[src/dcache_pkg.sv]
`default_nettype none

package dcache_pkg;

    // cache geometry
    localparam int n_ways = 4;
    localparam int n_sets = 16;
    localparam int line_words = 4;
    localparam int word_bytes = 4;
    localparam int word_bits = 32;
    localparam int addr_bits = 32;

    localparam int way_bits = $clog2(n_ways);
    localparam int index_bits = $clog2(n_sets);
    localparam int offset_bits = $clog2(line_words);
    localparam int align_bits = $clog2(word_bytes);
    localparam int tag_bits = addr_bits - index_bits - offset_bits - align_bits;

    typedef logic [word_bits-1:0] word_t;
    typedef logic [word_bytes-1:0] strobe_t;
    typedef logic [tag_bits-1:0] tag_t;
    typedef logic [index_bits-1:0] index_t;
    typedef logic [offset_bits-1:0] offset_t;
    typedef logic [align_bits-1:0] align_t;
    typedef logic [way_bits-1:0] way_t;

    // one bit per inner node of the tree
    typedef logic [n_ways-2:0] plru_t;

    typedef struct packed {
        tag_t tag;
        index_t index;
        offset_t offset;
        align_t align;
    } addr_t;

    typedef struct packed {
        way_t way;
        index_t index;
        offset_t offset;
    } data_addr_t;

    // zero strobe means read
    typedef struct packed {
        logic valid;
        addr_t addr;
        strobe_t strobe;
        word_t data;
    } core_req_t;

    typedef struct packed {
        logic addr_ok;
        logic data_ok;
        word_t data;
    } core_resp_t;

    // addr is the line-aligned start of the burst
    typedef struct packed {
        logic valid;
        logic is_write;
        addr_t addr;
        word_t data;
    } cbus_req_t;

    typedef struct packed {
        logic ready;
        logic last;
        word_t data;
    } cbus_resp_t;

    function automatic word_t strobe_mask(input strobe_t strobe);
        word_t mask;
        for (int i = 0; i < word_bytes; i++) begin
            mask[i*8 +: 8] = {8{strobe[i]}};
        end
        return mask;
    endfunction

endpackage

`default_nettype wire

[src/dcache_miss_ctrl.sv]
`timescale 1ns/1ns
`default_nettype none

module dcache_miss_ctrl (
    input  logic                    clk,
    input  logic                    resetn,
    input  dcache_pkg::core_req_t   req,
    input  logic                    hit,
    input  dcache_pkg::way_t        victim_way,
    input  logic                    victim_valid,
    input  logic                    victim_dirty,
    input  dcache_pkg::tag_t        victim_tag,
    output logic                    idle,
    output logic                    ram_en,
    output dcache_pkg::data_addr_t  ram_addr,
    output dcache_pkg::strobe_t     ram_strobe,
    output dcache_pkg::word_t       ram_wdata,
    input  dcache_pkg::word_t       ram_rdata,
    output logic                    fill,
    output dcache_pkg::cbus_req_t   creq,
    input  dcache_pkg::cbus_resp_t  cresp
);
    import dcache_pkg::*;

    typedef enum logic [1:0] {
        s_idle,
        s_victim_read,
        s_write_back,
        s_refill
    } state_t;

    state_t state;

    // counts ram reads during victim read, bus beats otherwise
    logic [offset_bits:0] cnt;
    offset_t cnt_off;

    tag_t miss_tag;
    index_t miss_index;
    way_t miss_way;
    tag_t old_tag;

    word_t line_buf [line_words];

    logic miss;
    logic beat_done;

    assign cnt_off = cnt[offset_bits-1:0];
    assign miss = req.valid && !hit;
    assign beat_done = cresp.ready;
    assign idle = (state == s_idle);
    assign fill = (state == s_refill) && cresp.ready && cresp.last;

    always_ff @(posedge clk) begin
        if (resetn) begin
            state <= s_idle;
            cnt <= '0;
        end else begin
            case (state)
                s_idle: begin
                    cnt <= '0;
                    if (miss) begin
                        if (victim_valid && victim_dirty) begin
                            state <= s_victim_read;
                        end else begin
                            state <= s_refill;
                        end
                    end
                end
                s_victim_read: begin
                    // one extra cycle for the last read to come back
                    if (cnt == line_words) begin
                        state <= s_write_back;
                        cnt <= '0;
                    end else begin
                        cnt <= cnt + 1'b1;
                    end
                end
                s_write_back: begin
                    if (beat_done) begin
                        cnt <= cnt + 1'b1;
                        if (cresp.last) begin
                            state <= s_refill;
                            cnt <= '0;
                        end
                    end
                end
                s_refill: begin
                    if (beat_done) begin
                        cnt <= cnt + 1'b1;
                        if (cresp.last) begin
                            state <= s_idle;
                            cnt <= '0;
                        end
                    end
                end
                default: begin
                    state <= s_idle;
                end
            endcase
        end
    end

    // miss context taken when leaving idle
    always_ff @(posedge clk) begin
        if (idle && miss) begin
            miss_tag <= req.addr.tag;
            miss_index <= req.addr.index;
            miss_way <= victim_way;
            old_tag <= victim_tag;
        end
    end

    always_ff @(posedge clk) begin
        if (state == s_victim_read && cnt != 0) begin
            line_buf[offset_t'(cnt - 1'b1)] <= ram_rdata;
        end
    end

    // data ram side
    always_comb begin
        ram_en = 1'b0;
        ram_strobe = '0;
        ram_addr.way = miss_way;
        ram_addr.index = miss_index;
        ram_addr.offset = cnt_off;
        case (state)
            s_victim_read: begin
                ram_en = (cnt < line_words);
            end
            s_refill: begin
                ram_en = beat_done;
                ram_strobe = '1;
            end
            default: begin
            end
        endcase
    end

    assign ram_wdata = cresp.data;

    // cache bus side
    always_comb begin
        creq.valid = (state == s_write_back) || (state == s_refill);
        creq.is_write = (state == s_write_back);
        creq.addr.tag = (state == s_write_back) ? old_tag : miss_tag;
        creq.addr.index = miss_index;
        creq.addr.offset = '0;
        creq.addr.align = '0;
        creq.data = line_buf[cnt_off];
    end

    assert property (@(posedge clk) disable iff (resetn)
        creq.valid && !cresp.ready |=> $stable(creq))
        else $error("dcache_miss_ctrl: bus request changed while stalled");

endmodule

`default_nettype wire

[config.mk]
export PLATFORM = sky130hd
export DESIGN_NAME = dcache_miss_ctrl
export DESIGN_NICKNAME = d
export VERILOG_FILES = /design/src/dcache_pkg.sv /design/src/dcache_miss_ctrl.sv
export SDC_FILE = /design/constraint.sdc
export NUM_CORES = 1
export LEC_CHECK = 0
export BUFFER_PORTS_ARGS = -buffer_cell sky130_fd_sc_hd__buf_2
export CORE_UTILIZATION = 45
export DETAILED_ROUTE_END_ITERATION = 8
export PLACE_DENSITY_LB_ADDON = 0.2
export SYNTH_ARGS = -nofsm -noshare
export SYNTH_HDL_FRONTEND = slang
export SYNTH_SLANG_ARGS = --single-unit
[constraint.sdc]
create_clock -name clk -period 3.2 [get_ports clk]
set_clock_uncertainty 0.2 [all_clocks]
set_input_delay 0.64 -clock clk [delete_from_list [all_inputs] [get_ports clk]]
set_output_delay 0.64 -clock clk [all_outputs]
set_load 0.01 [all_outputs]
==> metrics.txt <==
outcome=complete, no violations; CTS tree=built; DP HPWL=between 8000 and 9000 um; largest net degree at the start of global routing=55; number of synthesized flops with an enable pin=182; antenna violations before repair=2; crit path launch type=flop; Power Density=673 nW/um^2; Yosys cell types=31; share of flip-flops with an asynchronous set or reset=0; # rows=46; worst slack at placement=between 0.7 and 0.8 ns; slew margin rel.=0.382; CP arrival=2.06 ns; FMAX=345 MHz; Seq/Total Area, Yosys=0.760; # diodes=0; clock slew at reported path FFs=around 0.070 ns; die footprint=about 17000 sq um; unrepaired setup endpoints after global routing=false; IR drop worst, VDD=0.341 mV; Die H=about 130 um; Worst Path Buf+Inv=3; Routed WL=13200 um; fin crit share=0.906; hold wc startpoint=victim_tag[21]; vias in the first global route=about 3.8k; Internal=~4.5 mW; launch point of the worst reg-to-reg path=cnt[0]; Sum Neg Setup Slack=0 ns; H-Tree Depth=4; wire per inst=18.0 um; share of cells above drive strength 1=0.532; I/O Pins=roughly 280; Min Hold Slack=0.193 ns; remaining antenna violation count after routing=0; total gr overflow=0; Tot GR Track Use=0.164; Mapped Avg Cell Area=just over 20 sq um; final setup margin=roughly 0.3 ns; Final setup viols=0; CP cell instances=inv_1, ha_1, buf_4, mux2_2, buf_2; first-pass GRT wire length=19800 um; Via Count=~3.6k; sequential power share=0.484; Sw Ratio=0.239; cell family with most CP delay=buffers and inverters; Vias/cell=4.88; clock latency on the worst-skew pair=a little over 0.4 ns; hold path depth=1; CTS Buf Count=17; CP max stage delay=0.39 ns; worst-case clock buffer depth=2; Hold Crit Endpoint=old_tag[21]; CP max stage cell=mux2_2; Synth-to-Final Area Change=19.8%; Leak Pwr=3.17 nW; Synth Cell Area=7380 sq um; Final #Nets=680; reg2reg setup slack=about 0.79 ns; top cells by area in the synthesized netlist=edfxtp_1, mux4_2, buf_4; post-CTS sizing=0; FF-to-FF path depth=6; Gate power share=0.163; Buffers on Ports=170; Root Driver=clkbuf_16; power share of the clock group=0.353; Setup CP Type=flop to output port; Final Hold Vio Count=0; RD Place Congestion=0.759; Core Box Area=about 16000 sq um; CP required=roughly 2.4 ns; DRT Pass-1 Iters=4; top_reg_cell synth=edfxtp_1; RR Endpoint=line_buf[1][15]; postcts setup bufs=0; Yosys top cell area share=0.741; max cap viols=0; cells after synthesis=357; Die Width=roughly 130 um; initial core utilization=0.463; CP Capture Type=output port; DRC viols=0; synth warn=0; # hold bufs at CTS=0; hold crit path type=input pin to flop; Iteration-0 DRC Markers=195; Final Max Slew Viols=0; fillers=1283; worst-margin pin slew=0.918 ns; Post-DP Area=8240 sq um; crit path time final=~2.9 ns; Yosys reg bits=~190; Switch Pwr=about 1.4 mW; cell taking the most area after synthesis=edfxtp_1; final instance area=a little under 9000 sq um; Sink Count=about 190; crit path launch=state[0]; CP Max Fanout=26
[cells in the final DEF, fill, tap and decap left out, types with 2 or more instances in the layout]
master	synthesis	layout
inv_1	10	10
mux4_2	32	32
buf_4	48	8
inv_8	0	2
o21ai_0	4	4
conb_1	1	4
clkinv_1	0	3
bufinv_16	0	3
nand2_1	5	5
mux2_2	24	24
nor2_4	0	3
buf_2	3	170
edfxtp_1	182	182
clkinv_2	0	2
buf_12	0	2
a21oi_1	4	4
dfxtp_1	7	5
nand3_1	3	3
nor2b_1	2	2
dfxtp_2	0	2
ha_1	10	10
clkinvlp_4	0	2
clkbuf_16	0	17
[worst max-delay path by stage]
| stage | end | slack (ns) | cells past startpoint |
|---|---|---|---|
| final | creq[61] | 0.30 | 5 |
| after global routing | creq[54] | 0.17 | 5 |
| after CTS | creq[61] | 0.26 | 5 |
| after detailed placement | creq[61] | 0.73 | 5 |
| after global placement | creq[43] | 0.75 | 5 |
| after floorplan | line_buf[0][0] | 0.36 | 5 |
[logic make-up after synthesis]
logic type,count (synthesis),synth area share
flip-flops,189,0.760
other,1,0.000508
AND/OR/NAND/NOR,22,0.0159
buffers and inverters,65,0.0590
AO/OA/AOI/OAI,14,0.0134
adder cells (fa/ha/maj),10,0.0170
multiplexers,56,0.134
[power groups by stage]
| stage | registers (mW) | clock network (mW) | logic (mW) |
|---|---|---|---|
| CTS | 2.88 | 2.15 | 0.989 |
| detailed placement | 2.93 | 0 | 0.986 |
| floorplan | 2.92 | 0 | 0.699 |
| finish | 2.87 | 2.10 | 0.971 |
| global route | 2.89 | 2.24 | 1.06 |
| global placement | 2.93 | 0 | 0.972 |
[synthesized netlist by cell type, types with 2 or more instances]
cell,n
mux4_2,32
buf_4,48
nand2_1,5
a21oi_1,4
buf_2,3
nor2_1,3
nand3_1,3
nor2b_1,2
ha_1,10
and3_1,2
edfxtp_1,182
mux2_2,24
dfxtp_1,7
inv_1,10
buf_1,3
o21ai_0,4
[area by class of cell]
class	instances	area [sq um]	area share
clock inverters	14	166	0.0188
well taps	216	270	0.0306
inverters	10	37.5	0.00425
multi-input cells	106	1370	0.155
repair buffers	180	951	0.108
clock buffers	18	429	0.0486
flip-flops and latches	189	5610	0.635
[metal layers]
| layer | share of wire | vias to the layer above | GRT usage |
|---|---|---|---|
| li1 | - | 1647 | - |
| met1 | 0.37 | 1754 | 0.174 |
| met3 | 0.068 | 38 | 0.0582 |
| met2 | 0.53 | 132 | 0.288 |
| met4 | 0.031 | 4 | 0.0869 |
| met5 | 0.0020 | - | 0 |
[registers in the layout (all words and copies together), names as in the netlist, named ones only]
| name | cells |
|---|---|
| miss_way | 2 |
| state | 2 |
| line_buf | 128 |
| miss_tag | 24 |
| cnt | 3 |
| miss_index | 4 |
| old_tag | 24 |
[metrics by stage]
stage	total power, mW	utilization	cells
after CTS	6.02	0.554	733
after global routing	6.19	0.554	733
after detailed placement	3.92	0.517	701
after global placement	3.90	0.517	701
final	5.94	0.554	733
after floorplan	3.62	-	360
Power figures use the tool's default switching activity.
