**src/dcache_pkg.sv**
```systemverilog
`default_nettype none

package dcache_pkg;

    // cache geometry
    localparam int n_ways = 4;
    localparam int n_sets = 16;
    localparam int line_words = 4;
    localparam int word_bytes = 4;
    localparam int word_bits = 32;
    localparam int addr_bits = 32;

    localparam int way_bits = $clog2(n_ways);
    localparam int index_bits = $clog2(n_sets);
    localparam int offset_bits = $clog2(line_words);
    localparam int align_bits = $clog2(word_bytes);
    localparam int tag_bits = addr_bits - index_bits - offset_bits - align_bits;

    typedef logic [word_bits-1:0] word_t;
    typedef logic [word_bytes-1:0] strobe_t;
    typedef logic [tag_bits-1:0] tag_t;
    typedef logic [index_bits-1:0] index_t;
    typedef logic [offset_bits-1:0] offset_t;
    typedef logic [align_bits-1:0] align_t;
    typedef logic [way_bits-1:0] way_t;

    // one bit per inner node of the tree
    typedef logic [n_ways-2:0] plru_t;

    typedef struct packed {
        tag_t tag;
        index_t index;
        offset_t offset;
        align_t align;
    } addr_t;

    typedef struct packed {
        way_t way;
        index_t index;
        offset_t offset;
    } data_addr_t;

    // zero strobe means read
    typedef struct packed {
        logic valid;
        addr_t addr;
        strobe_t strobe;
        word_t data;
    } core_req_t;

    typedef struct packed {
        logic addr_ok;
        logic data_ok;
        word_t data;
    } core_resp_t;

    // addr is the line-aligned start of the burst
    typedef struct packed {
        logic valid;
        logic is_write;
        addr_t addr;
        word_t data;
    } cbus_req_t;

    typedef struct packed {
        logic ready;
        logic last;
        word_t data;
    } cbus_resp_t;

    function automatic word_t strobe_mask(input strobe_t strobe);
        word_t mask;
        for (int i = 0; i < word_bytes; i++) begin
            mask[i*8 +: 8] = {8{strobe[i]}};
        end
        return mask;
    endfunction

endpackage

`default_nettype wire

```
**src/plru_tree.sv**
```systemverilog
`timescale 1ns/1ns
`default_nettype none

module plru_tree (
    input  logic                clk,
    input  logic                resetn,
    input  dcache_pkg::index_t  index,
    input  logic                touch,
    input  dcache_pkg::way_t    touch_way,
    output dcache_pkg::way_t    victim_way
);
    import dcache_pkg::*;

    plru_t bits_q [n_sets];
    plru_t cur;
    plru_t nxt;

    assign cur = bits_q[index];

    // walk from the root, zero goes left
    always_comb begin
        int node;
        node = 0;
        victim_way = '0;
        for (int lvl = 0; lvl < way_bits; lvl++) begin
            victim_way[way_bits-1-lvl] = cur[node];
            node = 2 * node + 1 + int'(cur[node]);
        end
    end

    // point every node on the path away from the touched way
    always_comb begin
        int node;
        logic dir;
        node = 0;
        nxt = cur;
        for (int lvl = 0; lvl < way_bits; lvl++) begin
            dir = touch_way[way_bits-1-lvl];
            nxt[node] = ~dir;
            node = 2 * node + 1 + int'(dir);
        end
    end

    always_ff @(posedge clk) begin
        if (resetn) begin
            for (int s = 0; s < n_sets; s++) begin
                bits_q[s] <= '0;
            end
        end else if (touch) begin
            bits_q[index] <= nxt;
        end
    end

endmodule

`default_nettype wire

```
**config.mk**
```make
export PLATFORM = sky130hd
export DESIGN_NAME = plru_tree
export DESIGN_NICKNAME = d
export VERILOG_FILES = /design/src/dcache_pkg.sv /design/src/plru_tree.sv
export SDC_FILE = /design/constraint.sdc
export NUM_CORES = 1
export LEC_CHECK = 0
export ABC_CLOCK_PERIOD_IN_PS = 1670
export BUFFER_PORTS_ARGS = -buffer_cell sky130_fd_sc_hd__buf_2
export CAP_MARGIN = 10
export CORE_MARGIN = 2
export CORE_UTILIZATION = 45
export DETAILED_ROUTE_END_ITERATION = 7
export SETUP_SLACK_MARGIN = 0.2
export SKIP_CTS_REPAIR_TIMING = 1
export SLEW_MARGIN = 20
export SYNTH_ARGS = -nofsm -noshare
export SYNTH_HDL_FRONTEND = slang
export SYNTH_SLANG_ARGS = --single-unit
```
**constraint.sdc**
```tcl
create_clock -name clk -period 1.67 [get_ports clk]
set_clock_uncertainty 0.05 [all_clocks]
set_input_delay 0.167 -clock clk [delete_from_list [all_inputs] [get_ports clk]]
set_output_delay 0.167 -clock clk [all_outputs]
set_load 0.005 [all_outputs]
```
==> flow_summary.toml, run 1 <==
[cts]
cts_tree = "done"
h-tree-depth = 2
cts_buffers = 5
cts-root-buf = "clkbuf_8"
clk_pin_slew_ns = 0.09
clockBufferDepth = 2
clock_latency_ns = 0.31
clock_sinks = 48

[timing]
fin_ws_ns = -0.446
slew_violations = 0
holdWs_ns = 0.254
setup_viol = 34
worst_pin_slew_ns = 0.385
fin_crit_sh_pct = 127
tns_ns = -11.13
rsz0062_at_grt = "true"
hold_viol = 0
fmax_ghz = 0.473
relSlewSlack_pct = 74.1
period_needed_ns = 2.12

[route]
remaining_drc_errors = 0
vias = 1664
antenna_left = 0
vias_per_cell = 5.51
routed_wl_um = 5670
firstDrtPassIters = 7
wl_per_cell_um = 18.8
drtIter0Drc = 134

[worst_setup_path]
endpoint_kind = "output port"
crit_type = "reg -> out"
crit_path_max_fanout = 2
arrival_ns = 1.90
cp.required_ns = 1.45
cp-start-kind = "flop"

[power]
leakagePower_nw = 1.09
power_density_nw_per_um2 = 880
power.ir.vdd_worst_mv = 0.648

[layout]
fill_cells = 457
syn_to_final_growth_pct = 25.2
drive_gt1_share_pct = 38.8
largest_register = "bits_q"
largest_register_ffs = 48
multi_input_area_um2 = 1050
largest_registers = "bits_q x48"
antennaDiodeCount = 0
fin_cells = 302
design_area_um2 = 3020
final_util_pct = 58.8
nNetsFinal = 240
final-seq-area_um2 = 1440

[synth]
synth-async-reset-ratio_pct = 0
syn_inst = 195
ys_seq_elements = 48
yosysTopAreaCell = "edfxtp_1"
yosys-top-cells-count = "48 x edfxtp_1, 47 x nor2_1, 17 x nand2b_1, 16 x nand2_1, 8 x mux4_2"
synthFlopType = "edfxtp_1"
avgSynthCellArea_um2 = 12.4
yosysTopAreaCellShare_pct = 59.7
synth-edff-count = 48
synthTopCellsByArea = "edfxtp_1 60%, mux4_2 7.5%, nor2_1 7.3%"
synth-warning-count = 0
yosysSeqAreaShare_pct = 59.7
synth_cell_type_count = 27
synth_most_common_cell = "edfxtp_1"
netlist_area_um2 = 2420
synth_fp_nets = 204

[floorplan]
core_region_area_um2 = 5140
die_w_um = 77.3
ios = 11
die-area_um2 = 5970
rows = 26
start_util_pct = 47.0
chipHeight_um = 77.3

[grt]
grtUsageTotal_pct = 19.8
gr-total-overflow = 0
grt_first_pass_wirelength_um = 8850
grt_pass1_vias = 1710
grt_max_degree = 17
antenna_found_initial = 0

[min_path]
hold_path_class = "in -> reg"

[status]
violations = "setup timing"
outcome = "finished with violations"

[place]
placed_area_um2 = 2720
port_buffers = 10
hpwl_um = 4260
place_inst = 292
place_congestion = 0.866

[flow_run]
max_cap_viol_count = 0
-- power breakdown --
group          total (W)  switching (W)  leakage (nW)  internal [W]
registers        0.00140      0.0000228         0.482       0.00138
logic           0.000395       0.000222         0.557      0.000173
clock network   0.000864       0.000413        0.0548      0.000451
total            0.00266       0.000657          1.09       0.00200
-- layer usage --
layer / wire [µm] / GRT usage (%) / vias up
met2: 2940 / 32.4 / 44
met3: 186 / 3.29 / 14
li1: - / - / 768
met1: 2400 / 26.6 / 838
met4: 138 / 7.50 / 0
met5: 0 / 0 / -
-- final timing paths --
| check | start | endpoint | slack, ns | depth (start not counted) |
|---|---|---|---|---|
| max | bits_q[3][0]$_SDFFCE_PN0P_ | victim_way[0] | -0.45 | 6 |
| min | touch_way[1] | bits_q[4][0]$_SDFFCE_PN0P_ | 0.25 | 2 |
| max reg2reg | bits_q[1][1]$_SDFFCE_PN0P_ | bits_q[13][1]$_SDFFCE_PN0P_ | -0.37 | 7 |
| min reg2reg | bits_q[8][2]$_SDFFCE_PN0P_ | bits_q[11][2]$_SDFFCE_PN0P_ | 1.16 | 5 |
-- cells in the final DEF, fill, tap and decap left out, types with 2 or more instances in the layout --
| cell | n |
|---|---|
| nand2b_1 | 17 |
| a221o_1 | 2 |
| nor2b_1 | 5 |
| edfxtp_1 | 48 |
| a311oi_4 | 2 |
| nand3_1 | 5 |
| clkbuf_8 | 5 |
| nor3_4 | 2 |
| a21oi_2 | 2 |
| buf_4 | 25 |
| mux4_2 | 8 |
| mux2i_1 | 6 |
| mux2_2 | 2 |
| o31ai_4 | 2 |
| o21ai_0 | 2 |
| buf_6 | 4 |
| buf_2 | 10 |
| nor2_1 | 33 |
| nand2_1 | 16 |
| inv_1 | 3 |
| buf_12 | 2 |
| nor3_2 | 2 |
| nor2_2 | 7 |
| nor2_4 | 11 |
-- final cells by class --
type / instances / share of cell area, %
Sequential cell: 48 / 47.7
Multi-Input combinational cell: 132 / 34.6
Timing Repair Buffer: 41 / 10.7
Tap cell: 70 / 2.90
Clock buffer: 5 / 2.28
Clock inverter: 3 / 1.53
Inverter: 3 / 0.372
-- logic make-up (layout without fill, tap and decap cells) --
kind of cell / Yosys count / in the layout / synth area share [%]
AO/OA/AOI/OAI: 12 / 12 / 5.49
flip-flops: 48 / 48 / 59.7
AND/OR/NAND/NOR: 104 / 104 / 20.0
multiplexers: 16 / 16 / 10.9
buffers and inverters: 15 / 52 / 3.94
-- critical path, cell delays in order, from the launching register on --
cell      delay [ns]
edfxtp_1        0.44
mux4_2          0.50
a22oi_2         0.18
nand3_2         0.10
buf_4           0.15
a21oi_1         0.11
buf_2           0.12
-- per-stage QoR --
| stage | setup slack, ns | total power, W |
|---|---|---|
| finish | -0.446 | 0.00266 |
| global placement | -0.303 | 0.00176 |
| detailed placement | -0.301 | 0.00176 |
| floorplan | -0.102 | 0.00163 |
| global route | -0.505 | 0.00273 |
| CTS | -0.495 | 0.00260 |
No activity file was read; power rests on OpenSTA's default activity.
==> run 2: changes to the inputs <==
--- a/config.mk
+++ b/config.mk
@@ -11,6 +11,7 @@
 export CORE_MARGIN = 2
 export CORE_UTILIZATION = 45
 export DETAILED_ROUTE_END_ITERATION = 7
+export PLACE_DENSITY = 0.68
 export SETUP_SLACK_MARGIN = 0.2
 export SKIP_CTS_REPAIR_TIMING = 1
 export SLEW_MARGIN = 20
==> run 2 against run 1 <==
Net effect: the flow still finishes with violations (setup timing); critical path type unchanged; combinational power rose by 2%; largest cell class unchanged; total power is 1.1% lower; maximum frequency increased by 0.80%; worst setup slack better by 0.017 ns; register-to-register slack hardly changed; sequential share of layout area shrank 0.079 points.
==> flow_summary.toml, run 2 (same netlist as run 1, synthesis figures left out) <==
[status]
outcome = "finished with violations"
violations = "setup timing"

[grt]
grtUsageTotal_pct = 18.8
grt_max_degree = 17
grt_first_pass_wirelength_um = 8300
grt_pass1_vias = 1623
antenna_found_initial = 0
gr-total-overflow = 0

[layout]
nNetsFinal = 242
layout_common_cells = "48 x edfxtp_1, 30 x nor2_1, 27 x buf_4, 17 x nand2b_1, 16 x nand2_1"
largest_register = "bits_q"
syn_to_final_growth_pct = 25.4
antennaDiodeCount = 0
drive_gt1_share_pct = 41.5
largest_registers = "bits_q x48"
largest_register_ffs = 48
design_area_um2 = 3030
final_common_cell = "edfxtp_1"

[timing]
fin_crit_sh_pct = 126
fin_ws_ns = -0.429
rsz0062_at_grt = "true"
setup_viol = 34
fmax_ghz = 0.476
worst_pin_slew_ns = 0.384
period_needed_ns = 2.10
hold_viol = 0
relSlewSlack_pct = 74.4
slew_violations = 0

[floorplan]
core_region_area_um2 = 5140
rows = 26
ios = 11
die_w_um = 77.3
chipHeight_um = 77.3
start_util_pct = 47.0
die-area_um2 = 5970

[min_path]
hp-start = "touch_way[1]"
worst_hold_path.num_cells = 2
hold_path_class = "in -> reg"
worstHoldEndpoint = "bits_q[4][0]$_SDFFCE_PN0P_"

[worst_setup_path]
crit_type = "reg -> out"
arrival_ns = 1.88
crit_path_max_fanout = 2
cp.required_ns = 1.45
endpoint_kind = "output port"
cp-start-kind = "flop"
r2r_slack_ns = -0.37
r2r_end = "bits_q[2][1]$_SDFFCE_PN0P_"
regToRegStartpoint = "bits_q[5][1]$_SDFFCE_PN0P_"
reg2regPathDepth = 6

[place]
placed_area_um2 = 2730
hpwl_um = 3840
port_buffers = 10
place_congestion = 0.850

[route]
vias_per_cell = 5.48
vias = 1667
wl_per_cell_um = 18.3
antenna_left = 0
firstDrtPassIters = 5
drtIter0Drc = 132
remaining_drc_errors = 0
routed_wl_um = 5560

[cts]
cts_tree = "done"
clk_pin_slew_ns = 0.09
cts_buffers = 5
clock_sinks = 48
clock_latency_ns = 0.30
h-tree-depth = 2
cts-root-buf = "clkbuf_8"
clockBufferDepth = 2

[power]
power.ir.vdd_worst_mv = 0.446
leakagePower_nw = 1.11
power_w = 0.00263
power_density_nw_per_um2 = 868

[flow_run]
max_cap_viol_count = 0
-- run 2: worst max-delay path by stage --
stage / start / to / slack (ns) / cells past startpoint
final: bits_q[5][1]$_SDFFCE_PN0P_ / victim_way[0] / -0.43 / 7
after global routing: bits_q[5][1]$_SDFFCE_PN0P_ / victim_way[0] / -0.52 / 7
after CTS: bits_q[3][0]$_SDFFCE_PN0P_ / victim_way[0] / -0.43 / 6
after detailed placement: index[2] / bits_q[1][1]$_SDFFCE_PN0P_ / -0.28 / 7
after global placement: index[2] / bits_q[0][1]$_SDFFCE_PN0P_ / -0.30 / 7
after floorplan: bits_q[13][2]$_SDFFCE_PN0P_ / bits_q[12][2]$_SDFFCE_PN0P_ / -0.10 / 6
-- run 2: power breakdown --
part	internal [W]	total (W)	switching (W)	leakage [nW]
clock	0.000443	0.000827	0.000384	0.0541
combinational	0.000180	0.000404	0.000224	0.574
sequential	0.00138	0.00140	0.0000211	0.482
total	0.00200	0.00263	0.000629	1.11
-- run 2: stage by stage --
step | instances | setup TNS (ns) | setup slack [ns] | hold slack (ns) | util, %
3_3_place_gp | 293 | -7.28 | -0.302 | 0.525 | 53.1
2_1_floorplan | 195 | -1.75 | -0.102 | 0.390 | -
3_5_place_dp | 293 | -8.10 | -0.282 | 0.532 | 53.1
6_report | 304 | -9.97 | -0.429 | 0.233 | 58.9
4_1_cts | 301 | -6.34 | -0.427 | 0.213 | 55.2
5_1_grt | 304 | -11.88 | -0.520 | 0.226 | 58.9
-- run 2: final cells by class --
class	instances	area [µm²]
Fill cell	446	2110
Sequential cell	48	1440
Multi-Input combinational cell	132	1030
Timing Repair Buffer	43	352
Tap cell	70	87.6
Clock buffer	5	68.8
Clock inverter	3	42.5
Inverter	3	11.3
-- run 2: per-layer routing --
metal	GRT usage, %	wire (µm)
met1	25.2	2290
met5	0	0
met4	8.04	95
met3	3.53	377
met2	29.9	2800
-- run 2: critical path: stages, from the launching register on --
cell	delay (ns)
edfxtp_1	0.41
mux4_2	0.47
nor2_2	0.11
a311oi_2	0.07
buf_4	0.18
nor3_2	0.17
a21oi_1	0.05
buf_2	0.12
